### src/logic/fir_pkg.sv
package fir_pkg;

	localparam int num_taps = 24;
	localparam int tap_index_bits = 5;    // Coefficient address width
	localparam int sample_bits = 16;
	localparam int coef_bits = 16;        // Signed Q1.15
	localparam int frac_bits = 15;
	localparam int product_bits = sample_bits + coef_bits;
	localparam int acc_bits = 37;         // Product plus growth for 24 terms
	localparam int mac_latency = 6;       // Product stage plus five tree stages

	typedef logic signed [sample_bits-1:0] sample_t;
	typedef logic signed [coef_bits-1:0] coef_t;
	typedef logic signed [product_bits-1:0] product_t;
	typedef logic signed [acc_bits-1:0] acc_t;

	// Clamp limits of the output
	localparam sample_t sample_max = sample_t'(2 ** (sample_bits - 1) - 1);
	localparam sample_t sample_min = sample_t'(-(2 ** (sample_bits - 1)));

	typedef struct packed {
		logic [tap_index_bits-1:0] address;
		coef_t data;
	} coef_write_t;

	typedef struct packed {
		sample_t value;
		logic saturated;    // Set when the value was clamped
	} fir_result_t;

endpackage

### src/logic/tap_delay_line.sv
`timescale 1ns/1ps

module tap_delay_line (
	input logic clk,
	input logic reset,
	input logic shift,
	input fir_pkg::sample_t sample_in,
	output fir_pkg::sample_t taps [fir_pkg::num_taps]
);

	// Tap 0 holds the newest sample, the last tap the oldest
	always_ff @(posedge clk or posedge reset) begin
		if (reset) begin
			for (int i = 0; i < fir_pkg::num_taps; i++) begin
				taps[i] <= '0;
			end
		end else if (shift) begin
			taps[0] <= sample_in;
			for (int i = 1; i < fir_pkg::num_taps; i++) begin
				taps[i] <= taps[i-1];    // Age by one position
			end
		end
	end

	// An unknown sample would spread into every later output for num_taps samples
	sample_known: assert property (
		@(posedge clk) disable iff (reset)
		shift |-> !$isunknown(sample_in)
	) else $error("tap_delay_line: sample_in has unknown bits on shift");

endmodule

### config.mk
export PLATFORM = sky130hd
export DESIGN_NAME = tap_delay_line
export DESIGN_NICKNAME = d
export VERILOG_FILES = /design/src/logic/fir_pkg.sv /design/src/logic/tap_delay_line.sv
export SDC_FILE = /design/constraint.sdc
export NUM_CORES = 1
export LEC_CHECK = 0
export ABC_AREA = 0
export BUFFER_PORTS_ARGS = -buffer_cell sky130_fd_sc_hd__buf_2
export CORE_AREA = 5 5 206 148
export DETAILED_ROUTE_END_ITERATION = 8
export DIE_AREA = 0 0 211 153
export GPL_ROUTABILITY_DRIVEN = 0
export PLACE_DENSITY = 0.76
export SYNTH_ARGS = -nofsm -noshare
export SYNTH_HDL_FRONTEND = slang
export SYNTH_SLANG_ARGS = --single-unit
### constraint.sdc
create_clock -name clk -period 15.8 [get_ports clk]
set_input_delay 3.16 -clock clk [delete_from_list [all_inputs] [get_ports clk]]
set_output_delay 3.16 -clock clk [all_outputs]
set_load 0.02 [all_outputs]
### After elaboration in Yosys (flattened, before gate mapping)

Cells that the tools add are included.

| cells by class | value |
|---|---|
| $add $sub $neg | 0 |
| multiply operators | 0 |
| divide/modulo/power cells | 0 |
| magnitude comparators | 0 |
| eq/ne operators | 0 |
| shift-type cells | 0 |
| mux-type cells | 0 |
| bitwise logic cells | 0 |
| reduce and logical (&&, ||, !) cells | 0 |

| word-level totals | value |
|---|---|
| bits in registers | 384 |
| bits in latches | 0 |
| memory bits (writable) | 0 |
| memory bits (read-only) | 0 |
| input port bits | 19 |
| output and inout bits | 384 |
| logic and storage cells | 24 |
| memories kept | 0 |

### Depth between registers and ports, before layout

| depth | value |
|---|---|
| depth after elaboration | 0 |
| gate-level depth with buffers | 4 |
| mapped depth without buffers | 1 |

### Least setup slack after synthesis

Ideal clock, no wire load.

| timing | value |
|---|---|
| kind | input to register |
| start point | input shift |
| end point | register taps[156] (netlist name) |
| setup time | 0.125 ns |
| arrival | 3.948 ns |
| required time | 15.675 ns |
| slack | 11.727 ns |
| stages on the path | 4 |
| path buffers | 3 |
| cells stage by stage | buf_2 buf_6 buf_6 mux2_4 |

RTL lines:

| item | RTL line | text |
|---|---|---|
| start: declaration | tap_delay_line.sv:6 | `input logic shift,` |
| end signal: indexed assignment | tap_delay_line.sv:20 | `taps[i] <= taps[i-1];` |
| end: declaration | tap_delay_line.sv:8 | `output fir_pkg::sample_t taps [fir_pkg::num_taps]` |

No word-level cell between the ends.

### Worst setup path in the final report

| timing | value |
|---|---|
| start point | input shift |
| end point | register taps[223] (netlist name) |

No word-level cell between the ends.

==> qor.txt <==
peak supply drop = 0.110 mV
detailed-route wire length = 32600 um
biggest regs = taps (384)
fraction of layout cells with a size suffix above 1 = 67.3%
Port Buffers = 402
DPL Wire Length = 22900 um
min-delay src = taps[376]
CTS max path bufs = 3
Biggest register = taps
Syn Nets = 831
synthesized flop and latch total = 384
met3 Track Usage GR = 6.74%
grt total ovfl = 0
post-route ant nets = 0
Max Freq = 178 MHz
Finished Cell Area = 17900 um^2
Worst Path Arrival = 6.00 ns
RSZ-0062 raised after global routing = false
R2R Path End = taps[193]
DRC = 0
Reg-to-Reg Start = taps[193]
synth warn = 0
die width = 211 um
crit path to = taps[223]
gr busiest metal = met2
leakage = 8.67 nW
status = finished, final reports clean
I/O pin count = 403
leading area contributor after synthesis = dfrtp_1
Die Area = 32300 um^2
most frequent cells in the layout = buf_2 (401), dfrtp_1 (384), mux2_2 (354), clkbuf_16 (39), mux2_1 (20)
fin crit share = 35.5%
Setup Skew = 0.0136 ns
Core Footprint = 28400 um^2
diodes inserted = 0
share of the synthesized area in the top cell type = 66.5%
critical path's largest stage delay = 0.72 ns
Hold Crit Class = register to register
clk slew on worst S/H paths = 0.06 ns
Via density = 5.11
max cap viols = 0
H-tree depth = 2
Setup violations, final = 0
setup_tns = 0 ns
reg2reg setup slack = 14.95 ns
die height = 153 um
syn avg cell area = 17.8 um^2
Fin. Hold Viols = 0
DR iter-0 viols = 392
cells along the critical path = buf_8 -> buf_12 -> buf_4 -> mux2_2
Synth Cell Area = 14400 um^2
Skew-Pair Late Insertion Delay = 0.52 ns
GR Layer Usage met1 = 25.9%
Initial Utilization = 50.9%
GRT Overall Usage = 20.1%
nets = 1236
Reg2Reg Depth = 1
first-pass GRT wire length = 52200 um
distinct cell type count after synthesis = 7
ranking of synthesized cells by area = dfrtp_1 (67%), mux2_2 (28%), buf_6 (3.1%)
Power Dens Cells = 233 nW/um^2
max_slew headroom = 21.8%
Clock Tree Root = clkbuf_16
crit path time final = 5.60 ns
CTS tree = yes
Resized Gates After CTS = 0
power after layout = 4.16 mW
register area share after synthesis = 66.5%
initial antenna violation count = 0
Critical-path top delay cell = buf_12
CTS buffer count = 38
vias in the first global route = 8864
commonest non-fill, non-tap cell in the layout = buf_2
dpl cell area = 16500 um^2
Slew Viols, Final = 0
WP data required = 16.20 ns
max reg flops = 384
Worst-Margin Slew = 1.17 ns
Crit Path Class = input port to register
crit path from = shift
largest net degree at the start of global routing = 206
layout overhead on the synthesized area = 23.7%
Mapped Cells = 812
Avg WL per Cell = 20.1 um
critical path peak fanout = 205
drt first pass iters = 4
row count = 52
clk sinks = 384
critical path launch point type = input port
post-CTS setup buffers = 0
vias = 8284
hold_buf cts = 0
met2 Resource Use GR = 32.7%
CP endpoint kind = register
[metal layers]
metal / up-vias / part of all wire [%]
met5: - / 0
met4: 0 / 2.8
met3: 60 / 8.4
met2: 258 / 49
met1: 4262 / 40
li1: 3704 / -
[stage by stage]
step                      worst slack, ns  instances  hold WS, ns  util [%]
after floorplan                      1.97        812        0.624         -
after global placement               9.75       1555        0.482      58.3
after detailed placement             9.73       1555        0.490      58.3
after CTS                           10.29       1622        0.504      62.9
after global routing                10.11       1622        0.512      62.9
final                               10.20       1622        0.502      62.9
[report_power, final]
part,switching [mW],internal [mW],total (mW)
combinational,0.906,0.602,1.51
clock,0.366,0.566,0.933
sequential,0.322,1.40,1.72
total,1.59,2.57,4.16
[worst max-delay path, delay by kind of cell]
family | cells | cell delay (ns)
buffers and inverters | 3 | 2.02
multiplexers | 1 | 0.41
[worst min-delay path by stage]
stage / end / cells after the start / slack, ns
after detailed placement: taps[3] / 1 / 0.49
final: taps[376] / 1 / 0.50
after global routing: taps[3] / 1 / 0.51
after global placement: taps[377] / 1 / 0.48
after CTS: taps[3] / 1 / 0.50
after floorplan: taps[151] / 1 / 0.62
[logic make-up (layout without fill, tap and decap cells)]
| kind of cell | Yosys count | count (layout) | synth area share, % |
|---|---|---|---|
| mux | 384 | 384 | 30.2 |
| flops | 384 | 384 | 66.5 |
| buf+inv | 44 | 476 | 3.25 |
[Yosys cell counts (all sizes together)]
library cell    n
buf            43
dfrtp         384
inv             1
mux2          384
[cell type report]
class	count	area, um^2
multi-input combinational	384	4360
sequential	384	9610
clock inverter	11	143
fill	2162	10500
clock buffer	56	1180
inverter	1	11.3
timing repair buffer	408	2080
tap	378	473
No activity file was read; power rests on OpenSTA's default activity.
