### src/logic/fir_pkg.sv
package fir_pkg;

	localparam int num_taps = 24;
	localparam int tap_index_bits = 5;    // Coefficient address width
	localparam int sample_bits = 16;
	localparam int coef_bits = 16;        // Signed Q1.15
	localparam int frac_bits = 15;
	localparam int product_bits = sample_bits + coef_bits;
	localparam int acc_bits = 37;         // Product plus growth for 24 terms
	localparam int mac_latency = 6;       // Product stage plus five tree stages

	typedef logic signed [sample_bits-1:0] sample_t;
	typedef logic signed [coef_bits-1:0] coef_t;
	typedef logic signed [product_bits-1:0] product_t;
	typedef logic signed [acc_bits-1:0] acc_t;

	// Clamp limits of the output
	localparam sample_t sample_max = sample_t'(2 ** (sample_bits - 1) - 1);
	localparam sample_t sample_min = sample_t'(-(2 ** (sample_bits - 1)));

	typedef struct packed {
		logic [tap_index_bits-1:0] address;
		coef_t data;
	} coef_write_t;

	typedef struct packed {
		sample_t value;
		logic saturated;    // Set when the value was clamped
	} fir_result_t;

endpackage

### src/logic/coef_bank.sv
`timescale 1ns/1ps

module coef_bank (
	input logic clk,
	input logic reset,
	input logic coef_we,
	input fir_pkg::coef_write_t coef_wr,
	output fir_pkg::coef_t coefs [fir_pkg::num_taps]
);

	logic address_ok;

	assign address_ok = coef_wr.address < fir_pkg::num_taps;

	always_ff @(posedge clk or posedge reset) begin
		if (reset) begin
			for (int i = 0; i < fir_pkg::num_taps; i++) begin
				coefs[i] <= '0;
			end
		end else if (coef_we && address_ok) begin
			coefs[coef_wr.address] <= coef_wr.data;    // Seen by the tree next cycle
		end
	end

	// Out-of-range writes are dropped by the register file
	write_in_range: assert property (
		@(posedge clk) disable iff (reset)
		coef_we |-> address_ok
	) else $error("coef_bank: write to address %0d beyond the last tap", coef_wr.address);

endmodule

### config.mk
export PLATFORM = sky130hd
export DESIGN_NAME = coef_bank
export DESIGN_NICKNAME = d
export VERILOG_FILES = /design/src/logic/fir_pkg.sv /design/src/logic/coef_bank.sv
export SDC_FILE = /design/constraint.sdc
export NUM_CORES = 1
export LEC_CHECK = 0
export BUFFER_PORTS_ARGS = -buffer_cell sky130_fd_sc_hd__buf_2
export CAP_MARGIN = 25
export CORE_MARGIN = 4
export CORE_UTILIZATION = 36
export DETAILED_ROUTE_END_ITERATION = 12
export PLACE_DENSITY_LB_ADDON = 0.05
export SKIP_LAST_GASP = 1
export SYNTH_ARGS = -nofsm -noshare
export SYNTH_HDL_FRONTEND = slang
export SYNTH_SLANG_ARGS = --single-unit
### constraint.sdc
create_clock -name clk -period 15.5 [get_ports clk]
set_input_delay 1.55 -clock clk [delete_from_list [all_inputs] [get_ports clk]]
set_output_delay 1.55 -clock clk [all_outputs]
set_load 0.01 [all_outputs]
[Word level (Yosys, flattened, before mapping)]
Index checks and enable logic that the tools add are counted.
Widths: inputs -> output; s select.
Storage, ports and cells
  register bits after elaboration: 384
  bits in latches: 0
  memory bits (writable): 0
  memory bits (read-only): 0
  input port bits: 24
  output and inout bits: 384
  word-level logic and storage cells: 33
  memories: 0
Cells by class
  add/subtract/negate cells: 0
  multipliers: 0
  divide/modulo/power cells: 0
  magnitude comparators: 3
  eq/ne operators: 0
  shifts and indexed selects: 0
  muxes and demuxes: 3
  bitwise operators: 1
  reductions and logical operators: 2
Operators with widths (number)
  $bwmux 384: 1
  $demux 16 s5: 1
  $mux 16: 1
  $ge 6x6->1 const B: 1
  $lt 6x1->1 const B: 1
  $not 5->6: 1
  $lt 5x5->1 const B: 1
  $logic_and 1x1->1: 2

[Logic depth before layout (Yosys ltp)]
Gate-level depths: netlist (run 1).
  depth after elaboration: 6
  gate-level depth with buffers: 6
  gate-level depth less buffers: 3

[Least setup slack after synthesis (run 1)]
OpenSTA, ideal clock, no wires.
  path type: input -> register
  start point: input port coef_wr[20] (netlist bit)
  end point: register coefs[144] (netlist bit)
  library setup time: 125 ps
  data arrival time: 2806 ps
  required time: 15375 ps
  path slack: 12569 ps
  stages: 6
  path buffers: 3
  cell sequence: buf_4 > nand2b_1 > clkbuf_1 > nor2_2 > buf_4 > mux2_2
On the way
  longest elaborated chain between the ends: 6
  elaborated cells between the ends (all ways): 9
  those cells by class: order compare: 3; mux: 3; bitwise: 1; reduce/logical: 2
Ends and longest elaborated chain
  start, declared: RTL line coef_bank.sv:7  | input fir_pkg::coef_write_t coef_wr,
  $not 5->6 (implied by the code): RTL line coef_bank.sv:21  | coefs[coef_wr.address] <= coef_wr.data;
  $ge 6x6->1 (implied by the code) / $lt 6x1->1 (equally long branches): RTL line coef_bank.sv:21
  $logic_and 1x1->1 (implied by the code): RTL line coef_bank.sv:21
  $mux 16 (implied by the code): RTL line coef_bank.sv:21
  $demux 16 s5: RTL line coef_bank.sv:21
  $bwmux 384: RTL line coef_bank.sv:21
  end signal, assigned by index: RTL line coef_bank.sv:21
  end, declared: RTL line coef_bank.sv:8  | output fir_pkg::coef_t coefs [fir_pkg::num_taps]
Several ways; a longest one is shown, not always the timed one.
A chain may end at the register's enable or synchronous reset.

==> metrics.txt, run 1 <==
detail-routed net length per standard cell=23.7 microns; GRT overflow=0; die area=43600 sq um; Req. time, crit path=16.08 ns; Num CTS Buffers=43; skew final=0 ns; post_cts resized=0; CP Launch Type=input port; vias per cell=4.82; CP Data Arrival Time=4.83 ns; most common cell after layout, fill and taps aside=buf_2; GRT Total Usage=0.195; top cell type's share of synthesized area=0.661; Distinct cells, synth=18; maximum fanout along the worst path=119; CP Capture Type=async pin; fmax=roughly 240 MHz; GP Congestion=0.714; DRC Markers=0; post-detailed-routing wire length=43.2 mm; CTS tree=built; register area=9610 sq um; CTS Root Buffer Type=clkbuf_16; PD cells=roughly 160 nW/um^2; simple-gate portion of the synthesized area=0.0200; Biggest register=coefs; area leader, netlist=dfrtp_1; Synth Area in Compound Gates=0; register bit total from synthesis=roughly 380; register-to-register setup slack=14.71 ns; mux contribution to synthesized area=0.298; Vias=approximately 9000; Final Slew Violations=0; min Tclk post-route=4.25 ns; Area Overhead vs Synth=26.9%; Worst-path clk slew=0.05 ns; worst slack at placement=approximately 10 ns; maximum VDD drop=0.0000804 V; slowest stage cell, crit path=buf_4; Initial Util=0.365; number of global-route vias before repair=9234; DIE HEIGHT=209 microns; registers with the most flip-flops=coefs: 384 flops; status=completed; drt first pass iters=4; Tot Pwr=2.86 mW; Port Buffers=407; fraction of layout cells with a size suffix above 1=0.682; clock latency on the worst-skew pair=0.55 ns; Post-CTS Hold Fix Bufs=0; ANT nets after route=0; Iter 0 DRT Violations=between 300 and 400; most frequent cells in the layout=407 x buf_2, 384 x mux2_2, 384 x dfrtp_1; WS Path Type=in2async; H-tree depth=2; Post-Synthesis Cells=868; CP max stage delay=0.79 ns; top post-synthesis cells by area=dfrtp_1 66%, mux2_2 30%, clkbuf_1 0.93%; synthesized area per cell=16.7 sq um; leakage power=9.45 nW; Syn Nets=892; Relative slew margins=0.345; RSZ-0062 raised after global routing=false; clock sink total=384; I/O pin cnt=408; main combinational cell family by area after synthesis=multiplexers; Multi-input gate area=~4600 sq um; yosys warns=0; Hold Vio Cnt, Final=0; MaxCap Viol Count=0; first-pass GRT wire length=64.2 mm; largest net degree at the start of global routing=120; Final TNS setup=0 ns; max reg flops=~380; maximum buffer depth of the clock tree=3; fillers=3734; worst hold path class=reg2reg; antenna violations before repair=6; Rows=73; Slew @ Worst Pin=0.981 ns; Final setup viols=0; CP most frequent cell=buf_4; DP HPWL=30.4 mm; # nets final=1294; die width=209 microns; share of the yosys chip area belonging to registers=0.661; Final WS setup=about 11 ns; area share of xor/xnor cells in the synthesized design=0; Setup Buffers After CTS=0; worst-path cell chain=buf_2 > inv_8 > buf_4 > buf_4 > buf_4; final critical-path share of the clock period=0.274; core area=39800 sq um; Synth Cell Area=14500 sq um; post-synthesis adder-cell area fraction=0
## metal layers
metal | routed length, microns | track usage | share of wire
met4 | 802 | 0.0491 | 0.019
met5 | 60 | 0 | 0.0014
met1 | 18400 | 0.256 | 0.43
met3 | 2920 | 0.0601 | 0.068
met2 | 21000 | 0.319 | 0.49
## critical path: cells and delay by family
family | cells | cell delay [ns]
buffers and inverters | 5 | 3.06
## where the power goes
group,internal [mW],switching (mW)
Sequential,1.20,0.0955
Combinational,0.276,0.310
Clock,0.586,0.393
## cell type report
class,instances,share of cell area
inverters,1,0.000611
flip-flops and latches,384,0.521
multi-input cells,421,0.250
diodes,2,0.000272
clock inverters,7,0.00523
repair buffers,419,0.119
clock buffers,65,0.0677
well taps,525,0.0356
## path summary, 6_finish.rpt
path,from,to,cells past startpoint
max,reset,coefs[322],5
min,coefs[276],coefs[276],1
max reg2reg,coefs[371],coefs[371],1
min reg2reg,coefs[276],coefs[276],1
max in group clk,coef_wr[16],coefs[24],4
min in group asynchronous,reset,coefs[360],2
## cell families after synthesis
family | count (synthesis)
buffers and inverters | 63
flip-flops | 384
multiplexers | 384
AND/OR/NAND/NOR | 37
## metrics by stage
stage	hold slack (ns)	cells	area, sq um	utilization
finish	0.497	1824	18400	0.463
CTS	0.501	1819	18400	0.461
global route	0.504	1823	18400	0.463
global placement	0.483	1745	17000	0.426
detailed placement	0.488	1747	17000	0.427
floorplan	0.550	868	14500	-
## synth_stat cells, drive strengths merged
cell	n
dfrtp	384
mux2	384
clkbuf	36
buf	26
nand2	12
nor2	9
nor3	4
and4bb	3
nand4b	3
nand2b	2
nor2b	2
inv	1
nand4	1
nor4b	1
(Power assumes the default switching activity.)
==> run 2, diff against run 1 <==
==> constraint.sdc (replaced) <==
create_clock -name clk -period 3.4 [get_ports clk]
set_input_delay 0.34 -clock clk [delete_from_list [all_inputs] [get_ports clk]]
set_output_delay 0.34 -clock clk [all_outputs]
set_load 0.01 [all_outputs]
==> run 2 against run 1 <==
Effect of this change:
- final area rose by 0.44%
- non-clock buffer count up 1
- die area stayed put
- via count rose by 0.94%
- sequential power rose to 4.6 times the previous value
- first-iteration DRC count decreased by 6.3%
- power increased to 4.6 times the previous value
- global-route usage increased by 0.69 points
- clock-buffer cell count grew 3
==> metrics.txt, run 2 (synthesis gave the netlist of run 1 again) <==
clock sink total=384 (unchanged); worst slack at placement=1.24 ns (-9.24 ns); Slew @ Worst Pin=0.938 ns (-0.0426 ns); drt first pass iters=4 (unchanged); Biggest register=coefs; Relative slew margins=0.373 (+0.0276); fillers=3666 (-1.8%); P_int=9.55 mW (+360%); vias per cell=4.85 (+0.72%); NetSw=3.71 mW (+360%); Final WS setup=1.84 ns (-9.40 ns); Rows=73 (unchanged); CP Capture Type=flop; Tot Pwr=13.3 mW (+360%); detail-routed net length per standard cell=24.4 microns (+3.1%); CP Launch Type=input port; Sw Ratio=0.280 (+0.000287); GRT overflow=0 (unchanged); worst-path cell chain=buf_2 > nand4b_1 > nor2_2 > mux2_2; maximum buffer depth of the clock tree=3 (unchanged); RSZ-0062 raised after global routing=false; Num CTS Buffers=43 (unchanged); core area=39800 sq um (unchanged); Comb power frac=0.204 (about the same); Vias=8870 (+0.94%); maximum fanout along the worst path=16 (-87%); GP Congestion=0.747 (+4.6%); post-detailed-routing wire length=44.6 mm (+3.3%); CTS Root Buffer Type=clkbuf_16; Fin Hold WS=0.440 ns (-0.0567 ns); die area=43600 sq um (unchanged); Final Slew Violations=0 (unchanged); die width=209 microns (unchanged); post_cts resized=0 (unchanged); CP max stage delay=0.76 ns (-0.03 ns); Final setup viols=0 (unchanged); skew final=0 ns (unchanged); leakage power=9.49 nW (+0.48%); DIE HEIGHT=209 microns (unchanged); DRC Markers=0 (unchanged); Area Overhead vs Synth=27.4%; maximum VDD drop=0.000378 V (+370%); GRT Total Usage=0.202 (+0.00693); max reg flops=384 (unchanged); registers with the most flip-flops=coefs: 384 flops; worst hold path class=in2reg; most common cell after layout, fill and taps aside=buf_2; CTS tree=built; status=completed; final critical-path share of the clock period=0.458; PD cells=716 nW/um^2 (+360%); Post-CTS Hold Fix Bufs=1 (+1); Hold Crit Depth=2 (+1); MaxCap Viol Count=0 (unchanged); fraction of layout cells with a size suffix above 1=0.684 (+0.00199); WS Path Type=in2reg; most frequent cells in the layout=407 x buf_2, 384 x mux2_2, 384 x dfrtp_1; Sequential Power Share=0.445 (-0.008); DP HPWL=30.6 mm (+0.88%); Hold Vio Cnt, Final=0 (unchanged); clock latency on the worst-skew pair=0.55 ns (about the same); I/O pin cnt=408 (unchanged); largest net degree at the start of global routing=85 (-29%); Worst-path clk slew=0.06 ns (about the same); min Tclk post-route=1.56 ns; Port Buffers=407 (unchanged); Req. time, crit path=3.83 ns (-12.25 ns); Setup Buffers After CTS=0 (unchanged); Worst R2R Path Depth=1 (unchanged); antenna violations before repair=0 (-6); ANT nets after route=0 (unchanged); fmax=643 MHz; # nets final=1295 (+0.077%); number of global-route vias before repair=9454 (+2.4%); Initial Util=0.365 (unchanged); slowest stage cell, crit path=nor2_2; CP Data Arrival Time=1.98 ns (-2.85 ns); H-tree depth=2 (unchanged); Clock power frac=0.351 (+0.008); first-pass GRT wire length=66.3 mm (+3.3%); Iter 0 DRT Violations=298 (-6.3%)
-- run 2: cell type report --
cell class,instances,area [sq um],share of cell area
tap,525,657,0.0355
timing repair buffer,420,2200,0.119
multi-input combinational,421,4610,0.249
clock buffer,68,1330,0.0720
antenna,1,2.50,0.000135
sequential,384,9610,0.519
clock inverter,8,90.1,0.00487
inverter,1,7.51,0.000406
-- run 2: layer usage --
layer  wire [microns]  global-route usage
met4             1110              0.0605
met1            19400               0.270
met3             2890              0.0545
met5                0                   0
met2            21200               0.325
-- run 2: worst max-delay path: cells and delay by family --
kind	cells	cell delay (ns)
AND/OR/NAND/NOR	2	1.07
multiplexers	1	0.41
buffers and inverters	1	0.14
-- run 2: worst paths after layout --
path	slack (ns)	startpoint	end
hold reg to reg	0.50	coefs[83]	coefs[83]
hold / removal	0.44	coef_wr[9]	coefs[233]
min in group asynchronous	0.46	reset	coefs[178]
max in group asynchronous	2.01	reset	coefs[273]
setup reg to reg	2.61	coefs[368]	coefs[368]
setup / recovery	1.84	coef_wr[16]	coefs[24]
-- run 2: through the flow --
stage / TNS, ns / util / cell area (sq um) / cells
after global placement: 0 / 0.429 / 17100 / 1750
after detailed placement: 0 / 0.429 / 17100 / 1750
after global routing: 0 / 0.465 / 18500 / 1827
after CTS: 0 / 0.465 / 18500 / 1827
after floorplan: -807.16 / - / 14500 / 868
final: 0 / 0.465 / 18500 / 1828
-- run 2: power by group through the flow --
stage	logic (mW)	clock network, mW	registers (mW)
3_5_place_dp	2.77	0	5.97
2_1_floorplan	0.912	0	6.39
4_1_cts	2.77	4.81	5.90
6_report	2.70	4.66	5.90
3_3_place_gp	2.75	0	5.95
5_1_grt	2.91	4.99	6.01
