`config.mk`:
```
export PLATFORM = sky130hd
export DESIGN_NAME = output_scaler
export DESIGN_NICKNAME = d
export VERILOG_FILES = /design/src/logic/fir_pkg.sv /design/src/logic/output_scaler.sv
export SDC_FILE = /design/constraint.sdc
export NUM_CORES = 1
export LEC_CHECK = 0
export BUFFER_PORTS_ARGS = -buffer_cell sky130_fd_sc_hd__buf_4
export CAP_MARGIN = 10
export CELL_PAD_IN_SITES_DETAIL_PLACEMENT = 0
export CELL_PAD_IN_SITES_GLOBAL_PLACEMENT = 2
export CORE_MARGIN = 5
export CORE_UTILIZATION = 23
export CTS_CLUSTER_DIAMETER = 150
export DETAILED_ROUTE_END_ITERATION = 8
export PLACE_DENSITY_LB_ADDON = 0.1
export SLEW_MARGIN = 20
export SYNTH_ARGS = -nofsm -noshare
export SYNTH_HDL_FRONTEND = slang
export SYNTH_SLANG_ARGS = --single-unit
```
`constraint.sdc`:
```
create_clock -name clk -period 0.8 [get_ports clk]
set_clock_uncertainty 0.2 [all_clocks]
set_input_delay 0.08 -clock clk [delete_from_list [all_inputs] [get_ports clk]]
set_output_delay 0.08 -clock clk [all_outputs]
set_load 0.05 [all_outputs]
```
`src/logic/fir_pkg.sv`:
```
package fir_pkg;

	localparam int num_taps = 24;
	localparam int tap_index_bits = 5;    // Coefficient address width
	localparam int sample_bits = 16;
	localparam int coef_bits = 16;        // Signed Q1.15
	localparam int frac_bits = 15;
	localparam int product_bits = sample_bits + coef_bits;
	localparam int acc_bits = 37;         // Product plus growth for 24 terms
	localparam int mac_latency = 6;       // Product stage plus five tree stages

	typedef logic signed [sample_bits-1:0] sample_t;
	typedef logic signed [coef_bits-1:0] coef_t;
	typedef logic signed [product_bits-1:0] product_t;
	typedef logic signed [acc_bits-1:0] acc_t;

	// Clamp limits of the output
	localparam sample_t sample_max = sample_t'(2 ** (sample_bits - 1) - 1);
	localparam sample_t sample_min = sample_t'(-(2 ** (sample_bits - 1)));

	typedef struct packed {
		logic [tap_index_bits-1:0] address;
		coef_t data;
	} coef_write_t;

	typedef struct packed {
		sample_t value;
		logic saturated;    // Set when the value was clamped
	} fir_result_t;

endpackage

```
`src/logic/output_scaler.sv`:
```
`timescale 1ns/1ps

module output_scaler (
	input logic clk,
	input logic reset,
	input fir_pkg::acc_t acc,
	input logic acc_valid,
	output fir_pkg::fir_result_t result,
	output logic result_valid
);

	fir_pkg::acc_t rounded;
	fir_pkg::acc_t shifted;
	logic too_high;
	logic too_low;

	// Round half up, then drop the coefficient fraction
	assign rounded = acc + (fir_pkg::acc_t'(1) <<< (fir_pkg::frac_bits - 1));
	assign shifted = rounded >>> fir_pkg::frac_bits;

	assign too_high = shifted > fir_pkg::acc_t'(fir_pkg::sample_max);
	assign too_low = shifted < fir_pkg::acc_t'(fir_pkg::sample_min);

	always_ff @(posedge clk) begin
		if (too_high) begin
			result.value <= fir_pkg::sample_max;
		end else if (too_low) begin
			result.value <= fir_pkg::sample_min;
		end else begin
			result.value <= fir_pkg::sample_t'(shifted);    // Already in range
		end
		result.saturated <= too_high || too_low;
	end

	always_ff @(posedge clk or posedge reset) begin
		if (reset) begin
			result_valid <= 1'b0;
		end else begin
			result_valid <= acc_valid;
		end
	end

	// A flagged result must sit on one of the rails
	saturated_on_rail: assert property (
		@(posedge clk) disable iff (reset)
		result_valid && result.saturated |->
			result.value == fir_pkg::sample_max || result.value == fir_pkg::sample_min
	) else $error("output_scaler: saturated set with value %h", result.value);

endmodule

```
# Word level (Yosys, flattened, before mapping)
# Index checks and enable logic that the tools add are counted.
# op_classes
add_sub_neg	1
order_cmp	2
muxes	1
n_reduce_logical	1
# ops
op	count
$add 37x16->37 const B	1
$gt 22x16->1 const B	1
$lt 22x16->1 const B	1
$mux 16	1
$logic_or 1x1->1	1
# totals
regBits	18
inputBits	40

# Longest topological paths before layout
# Gate-level depths: netlist of run 1.
# logic_depth
word_depth	3
depth_mapped	8
ltp_nobuf	8

# Worst setup path after synthesis of run 1
# No wires, ideal clock.
# synth_path
path_kind	in2reg
start	input acc[14]
end	register result[12] in the netlist's numbering
setup_time_ns	0.149
arrival_time_ns	2.187
t_required_ns	0.451
path_slack_ns	-1.737
stages	7
cell_sequence	ha_1 -> nand3_1 -> or4_1 -> o21ai_0 -> nand4_1 -> o41ai_4 -> o21ai_0
# synth_via
elab_chain_cells	3
word_cells_on_any_way	4
classes_between	add/sub (1); order compare (2); mux (1)
# synth_rtl
item	line	source
start: declaration	output_scaler.sv:6	input fir_pkg::acc_t acc,
$add 37x16->37 *	output_scaler.sv:18	assign rounded = acc + (fir_pkg::acc_t'(1) <<< (fir_pkg::frac_bits - 1));
$lt 22x16->1	output_scaler.sv:22	assign too_low = shifted < fir_pkg::acc_t'(fir_pkg::sample_min);
$mux 16	output_scaler.sv:27	end else if (too_low) begin
end: declaration	output_scaler.sv:8	output fir_pkg::fir_result_t result,
# Every way passes the cells marked *; elsewhere a longest branch is shown, timed or not.
# A chain may end at the register's enable or synchronous reset.

# Worst setup path in the final report of run 1
# layout_path
start	input acc[14]
end	register result[14] in the netlist's numbering
# Same word-level chain as after synthesis.

==> results of run 1 <==
==> path summary, 6_finish.rpt <==
check                         from                      to  slack, ns
max                        acc[14]   result[14]$_SDFF_PN1_      -1.37
min                        acc[16]    result[2]$_SDFF_PN1_      -0.02
min in group asynchronous    reset  result_valid$_DFF_PP0_       0.04
max in group asynchronous    reset  result_valid$_DFF_PP0_       0.26
==> registers in the layout, summed over array words and instances (netlist names) <==
signal / count
result_valid: 1
result: 17
==> metrics by stage <==
| stage | area [µm²] | setup WS (ns) | setup TNS, ns |
|---|---|---|---|
| 6_report | 2400 | -1.37 | -25.79 |
| 3_3_place_gp | 1900 | -1.81 | -29.59 |
| 5_1_grt | 2400 | -1.41 | -27.05 |
| 3_5_place_dp | 1900 | -1.89 | -30.66 |
| 2_1_floorplan | 1150 | -1.64 | -26.22 |
| 4_1_cts | 2300 | -1.34 | -25.53 |
==> power breakdown <==
| group | switching (µW) | leakage (µW) | total, µW | internal [µW] |
|---|---|---|---|---|
| Sequential | 36.0 | 0.000152 | 1010 | 969 |
| Clock | 278 | 0.0000288 | 714 | 436 |
| Combinational | 539 | 0.000784 | 1080 | 537 |
==> cell type report <==
type | count | area (µm²)
fill | 404 | 2010
timing repair buffer | 103 | 981
multi-input combinational | 99 | 886
sequential | 18 | 388
tap | 52 | 65.1
clock buffer | 4 | 55.1
inverter | 6 | 25.0
==> layer usage <==
layer  vias up  wire [µm]
met1       615       1510
met4         0         29
met2        28       1950
met3         2        163
li1        683          -
met5         -          0
==> what timing repair did <==
item                                   CTS  global route
gates cloned                             0             0
endpoints found under the hold margin    3             1
buffers inserted                         4             3
resized for setup                       76            14
setup endpoints to repair               35            35
pin swaps                               29             9
==> cell families (layout without fill, tap and decap cells) <==
logic type / count (synthesis) / after routing / synth area share [%]
fa+ha+maj: 1 / 1 / 1.18
flops: 18 / 18 / 34.4
simple gates: 52 / 52 / 28.0
compound gates: 29 / 29 / 18.7
xor+xnor: 17 / 17 / 14.0
buf+inv: 8 / 113 / 3.65
==> worst max-delay path, cell delays in order <==
cell and delay, ns:
buf_8 0.09, nand4_4 0.12, buf_6 0.14, or4_4 0.49
or3_4 0.38, a222oi_1 0.25, buf_4 0.20, a31oi_4 0.11
buf_6 0.17, o21ai_1 0.11
==> Yosys cell counts <==
cell | n | area, µm²
dfxtp_1 | 17 | 340
xnor2_1 | 11 | 96.3
nand4_1 | 9 | 56.3
nor2_1 | 9 | 33.8
nand2_1 | 7 | 26.3
o21ai_1 | 7 | 35.0
inv_1 | 6 | 22.5
nand3_1 | 6 | 30.0
o21ai_0 | 6 | 30.0
or3_1 | 6 | 37.5
xor2_1 | 6 | 52.6
a31oi_1 | 5 | 31.3
a21oi_1 | 4 | 20.0
nor4_1 | 4 | 25.0
nor3_1 | 3 | 15.0
or4_1 | 3 | 22.5
nand4_2 | 2 | 25.0
o21ai_2 | 2 | 17.5
a211oi_2 | 1 | 12.5
a21boi_0 | 1 | 7.51
a222oi_1 | 1 | 10.0
a22oi_1 | 1 | 7.51
and3_1 | 1 | 6.26
buf_6 | 1 | 11.3
clkbuf_2 | 1 | 5.00
dfrtp_1 | 1 | 25.0
ha_1 | 1 | 12.5
o41ai_4 | 1 | 27.5
or3b_2 | 1 | 8.76
or4_4 | 1 | 11.3
==> reports/results.ini, run 1 <==
[finish]
post-route-util_pct = 54.4
drive_gt1_share_pct = 69.6
fin_cells = 282
insertedDiodeCount = 0
nets = 272
area_growth_pct = 126
mostFrequentLayoutCells = buf_4, buf_8, dfxtp_2
final_common_cell = buf_4

[worst_setup_path]
end_kind = flop
path_class = in2reg
cp-start-kind = input port
cp_max_fo = 7
cp.required_ns = 0.78
arrival_ns = 2.14

[route]
antenna_left = 0
drt_first_pass_iters = 4
drtIter0Drc = 39
remaining_drc_errors = 0
vias_per_cell = 4.71
avgRoutedWirePerCell_um = 13.0
routed_wl_mm = 3.65
via_count = 1328

[floorplanning]
dieArea_mm2 = 0.00608
chipHeight_um = 78.0
start_util_pct = 24.1
io_pins = 58
rows = 24
core_mm2 = 0.00441
die_w_um = 78.0

[sta]
rsz0062_at_grt = yes
whs_ns = -0.0185
setup_ws_ns = -1.37
slew_headroom_pct = 79.5
finalSetupViolCount = 36
fin_crit_ns = 2.17
hold_viol_final = 1
drv_slew = 0
max_freq_ghz = 0.461
tightest_slew_ns = 0.306
fin_crit_sh_pct = 271

[place]
gp_congestion = 0.758
dp_hpwl_mm = 3.05
placedCellCount = 269
port_buffers = 43

[global_route]
grt_pass1_wl_mm = 6.07
top_usage_layer = met2
global_route.usage.met3_pct = 1.62
grtUsageMet1_pct = 14.8
track_usage_pct = 11.9
grt-ovfl-total = 0
grt_pass1_vias = 1357
antenna_found_initial = 0
grt_start_max_net_pins = 11
grt.met2_usage_pct = 22.0

[min_path]
min_path_type = in2reg
min_path_cells = 3

[power]
cellPowerDensity_mw_per_mm2 = 1160
p_leak_uw = 0.000965
vdd_drop_max_mv = 0.835
finalPower_uw = 2790

[logic_synthesis]
syn_avg_cell_area_um2 = 8.50
syn_nets = 166
ys_seq_area_share_pct = 34.4
synth-seq-cells = 18
synth_area_mm2 = 0.00106
ys_warn_count = 0
yosysUniqueCellTypes = 30
syn_inst = 125

[run_status]
violations = negative hold slack, negative setup slack
status = complete, but fails checks

[cts]
clk_pin_slew_ns = 0.07
clockBufferDepth = 2
cts_max_level = 1
cts_tree = built
cts_inserted_buffers = 3
cts-hold-fix-buffers = 2
cts_sinks = 18
root_buffer = clkbuf_8

[job]
maxCapViolations = 0

Power figures use the tool's default switching activity.
==> run 2, diff against run 1 <==
--- a/config.mk
+++ b/config.mk
@@ -5,7 +5,7 @@
 export SDC_FILE = /design/constraint.sdc
 export NUM_CORES = 1
 export LEC_CHECK = 0
-export BUFFER_PORTS_ARGS = -buffer_cell sky130_fd_sc_hd__buf_4
+export BUFFER_PORTS_ARGS = -buffer_cell sky130_fd_sc_hd__clkbuf_2
 export CAP_MARGIN = 10
 export CELL_PAD_IN_SITES_DETAIL_PLACEMENT = 0
 export CELL_PAD_IN_SITES_GLOBAL_PLACEMENT = 2
==> reports/results.ini, run 2 (synthesized netlist as in run 1, its figures left out) <==
[floorplanning]
io_pins = 58
chipHeight_um = 78.0
dieArea_mm2 = 0.00608
start_util_pct = 24.1
die_w_um = 78.0
core_mm2 = 0.00441
rows = 24

[global_route]
antenna_found_initial = 0
grt_pass1_wl_mm = 6.20
grt-ovfl-total = 0
track_usage_pct = 12.2
grt_start_max_net_pins = 11
grt_pass1_vias = 1389

[power]
swShare_pct = 30.3
power_frac_seq_pct = 35.1
share_comb_of_total_power_pct = 39.5
cellPowerDensity_mw_per_mm2 = 1170
p_int_uw = 2020
p_sw_uw = 878
vdd_drop_max_mv = 0.543
power.clock.fraction_pct = 25.4
p_leak_uw = 0.00103

[finish]
area_growth_pct = 134
mostFrequentLayoutCells = buf_4, buf_12, dfxtp_2
insertedDiodeCount = 0
top_register = result
final_common_cell = buf_4
largestRegisters = result: 17 flops, result_valid: 1 flops
stdcell_area_mm2 = 0.00248
largest_reg_flops = 17
nets = 280
drive_gt1_share_pct = 68.5

[job]
maxCapViolations = 0

[run_status]
status = complete, but fails checks
violations = negative hold slack, negative setup slack

[route]
drtIter0Drc = 38
remaining_drc_errors = 0
drt_first_pass_iters = 7
via_count = 1346
vias_per_cell = 4.64
routed_wl_mm = 3.57
antenna_left = 0
avgRoutedWirePerCell_um = 12.3

[worst_setup_path]
worstPathCellList = buf_8 -> buf_6 -> nand4_4 -> or4_4 -> or3_4 -> a222oi_1 -> buf_4 -> a31oi_4 -> buf_6 -> o21ai_2
end_kind = flop
cp.required_ns = 0.78
path_buf_inv = 4
cpLargestDelayFamily = simple AND/OR/NAND/NOR gates
cp_slowest_cell = or4_4
slowest_delay_ns = 0.52
cp_max_fo = 7
worstSetupStartpoint = acc[18]
path_class = in2reg
cp-start-kind = input port
arrival_ns = 2.10
cpMostUsedCell = buf_6

[min_path]
min_path_type = in2async

[place]
port_buffers = 43
dp_hpwl_mm = 3.06
gp_congestion = 0.844
dpl-instance-area_mm2 = 0.00207

[cts]
clockBufferDepth = 2
cts_max_level = 1
cts_tree = built
cts-hold-fix-buffers = 2
cts_sinks = 18
root_buffer = clkbuf_8
clk_pin_slew_ns = 0.07
cts_inserted_buffers = 3

[sta]
whs_ns = -0.0164
finalSetupViolCount = 35
rsz0062_at_grt = yes
fin_crit_ns = 2.11
setup_ws_ns = -1.31
slew_headroom_pct = 76.9
drv_slew = 0
fin_crit_sh_pct = 264
hold_viol_final = 2
max_freq_ghz = 0.473
tightest_slew_ns = 0.343

run 2: cell types whose count changed in the layout (fill, tap and decap cells not counted), sizes merged:
| cell | before | now |
|---|---|---|
| clkbuf | 4 | 17 |
| buf | 101 | 96 |
run 2: stage by stage:
step                std cells  utilization, %  TNS [ns]  setup slack, ns  total power [µW]
floorplan                 125               -    -26.22            -1.64              1420
global placement          272            46.9    -30.80            -1.93              2010
detailed placement        272            46.9    -31.57            -1.97              2010
CTS                       287            54.3    -26.27            -1.36              2890
global route              290            56.3    -27.97            -1.45              3040
finish                    290            56.3    -25.25            -1.31              2900
run 2: cell type report:
class	instances	area, µm²
multi-input combinational	99	846
sequential	18	388
inverter	6	25.0
tap	52	65.1
fill	401	1930
clock buffer	4	55.1
timing repair buffer	111	1100
run 2: per-layer routing:
metal	wire, µm	part of all wire [%]	GRT usage, %	vias to the layer above
met1	1500	42	14.8	620
li1	-	-	-	692
met4	35	0.98	3.04	0
met5	0	0	0	-
met3	179	5.0	2.20	4
met2	1850	52	22.0	30
run 2: what timing repair did:
| action | CTS | global route |
|---|---|---|
| pin swaps | 17 | 9 |
| endpoints found under the setup margin | 35 | 35 |
| hold endpoints to repair | 2 | 2 |
| buffers inserted | 9 | 3 |
| cloned | 0 | 0 |
| resized for setup | 41 | 32 |
run 2: power groups by stage:
stage                     Sequential [µW]  Clock (µW)  Combinational (µW)
after floorplan                      1210           0                 206
after global placement               1030           0                 972
after detailed placement             1040           0                 979
after CTS                            1020         762                1110
after global routing                 1020         805                1220
final                                1020         737                1140
run 2: worst max-delay path by stage:
| stage | to | slack, ns | depth (start not counted) |
|---|---|---|---|
| floorplan | result[15]$_SDFF_PN1_ | -1.64 | 7 |
| global placement | result[2]$_SDFF_PN1_ | -1.93 | 9 |
| detailed placement | result[2]$_SDFF_PN1_ | -1.97 | 9 |
| CTS | result[2]$_SDFF_PN1_ | -1.36 | 10 |
| global route | result[15]$_SDFF_PN1_ | -1.45 | 10 |
| finish | result[2]$_SDFF_PN1_ | -1.31 | 10 |
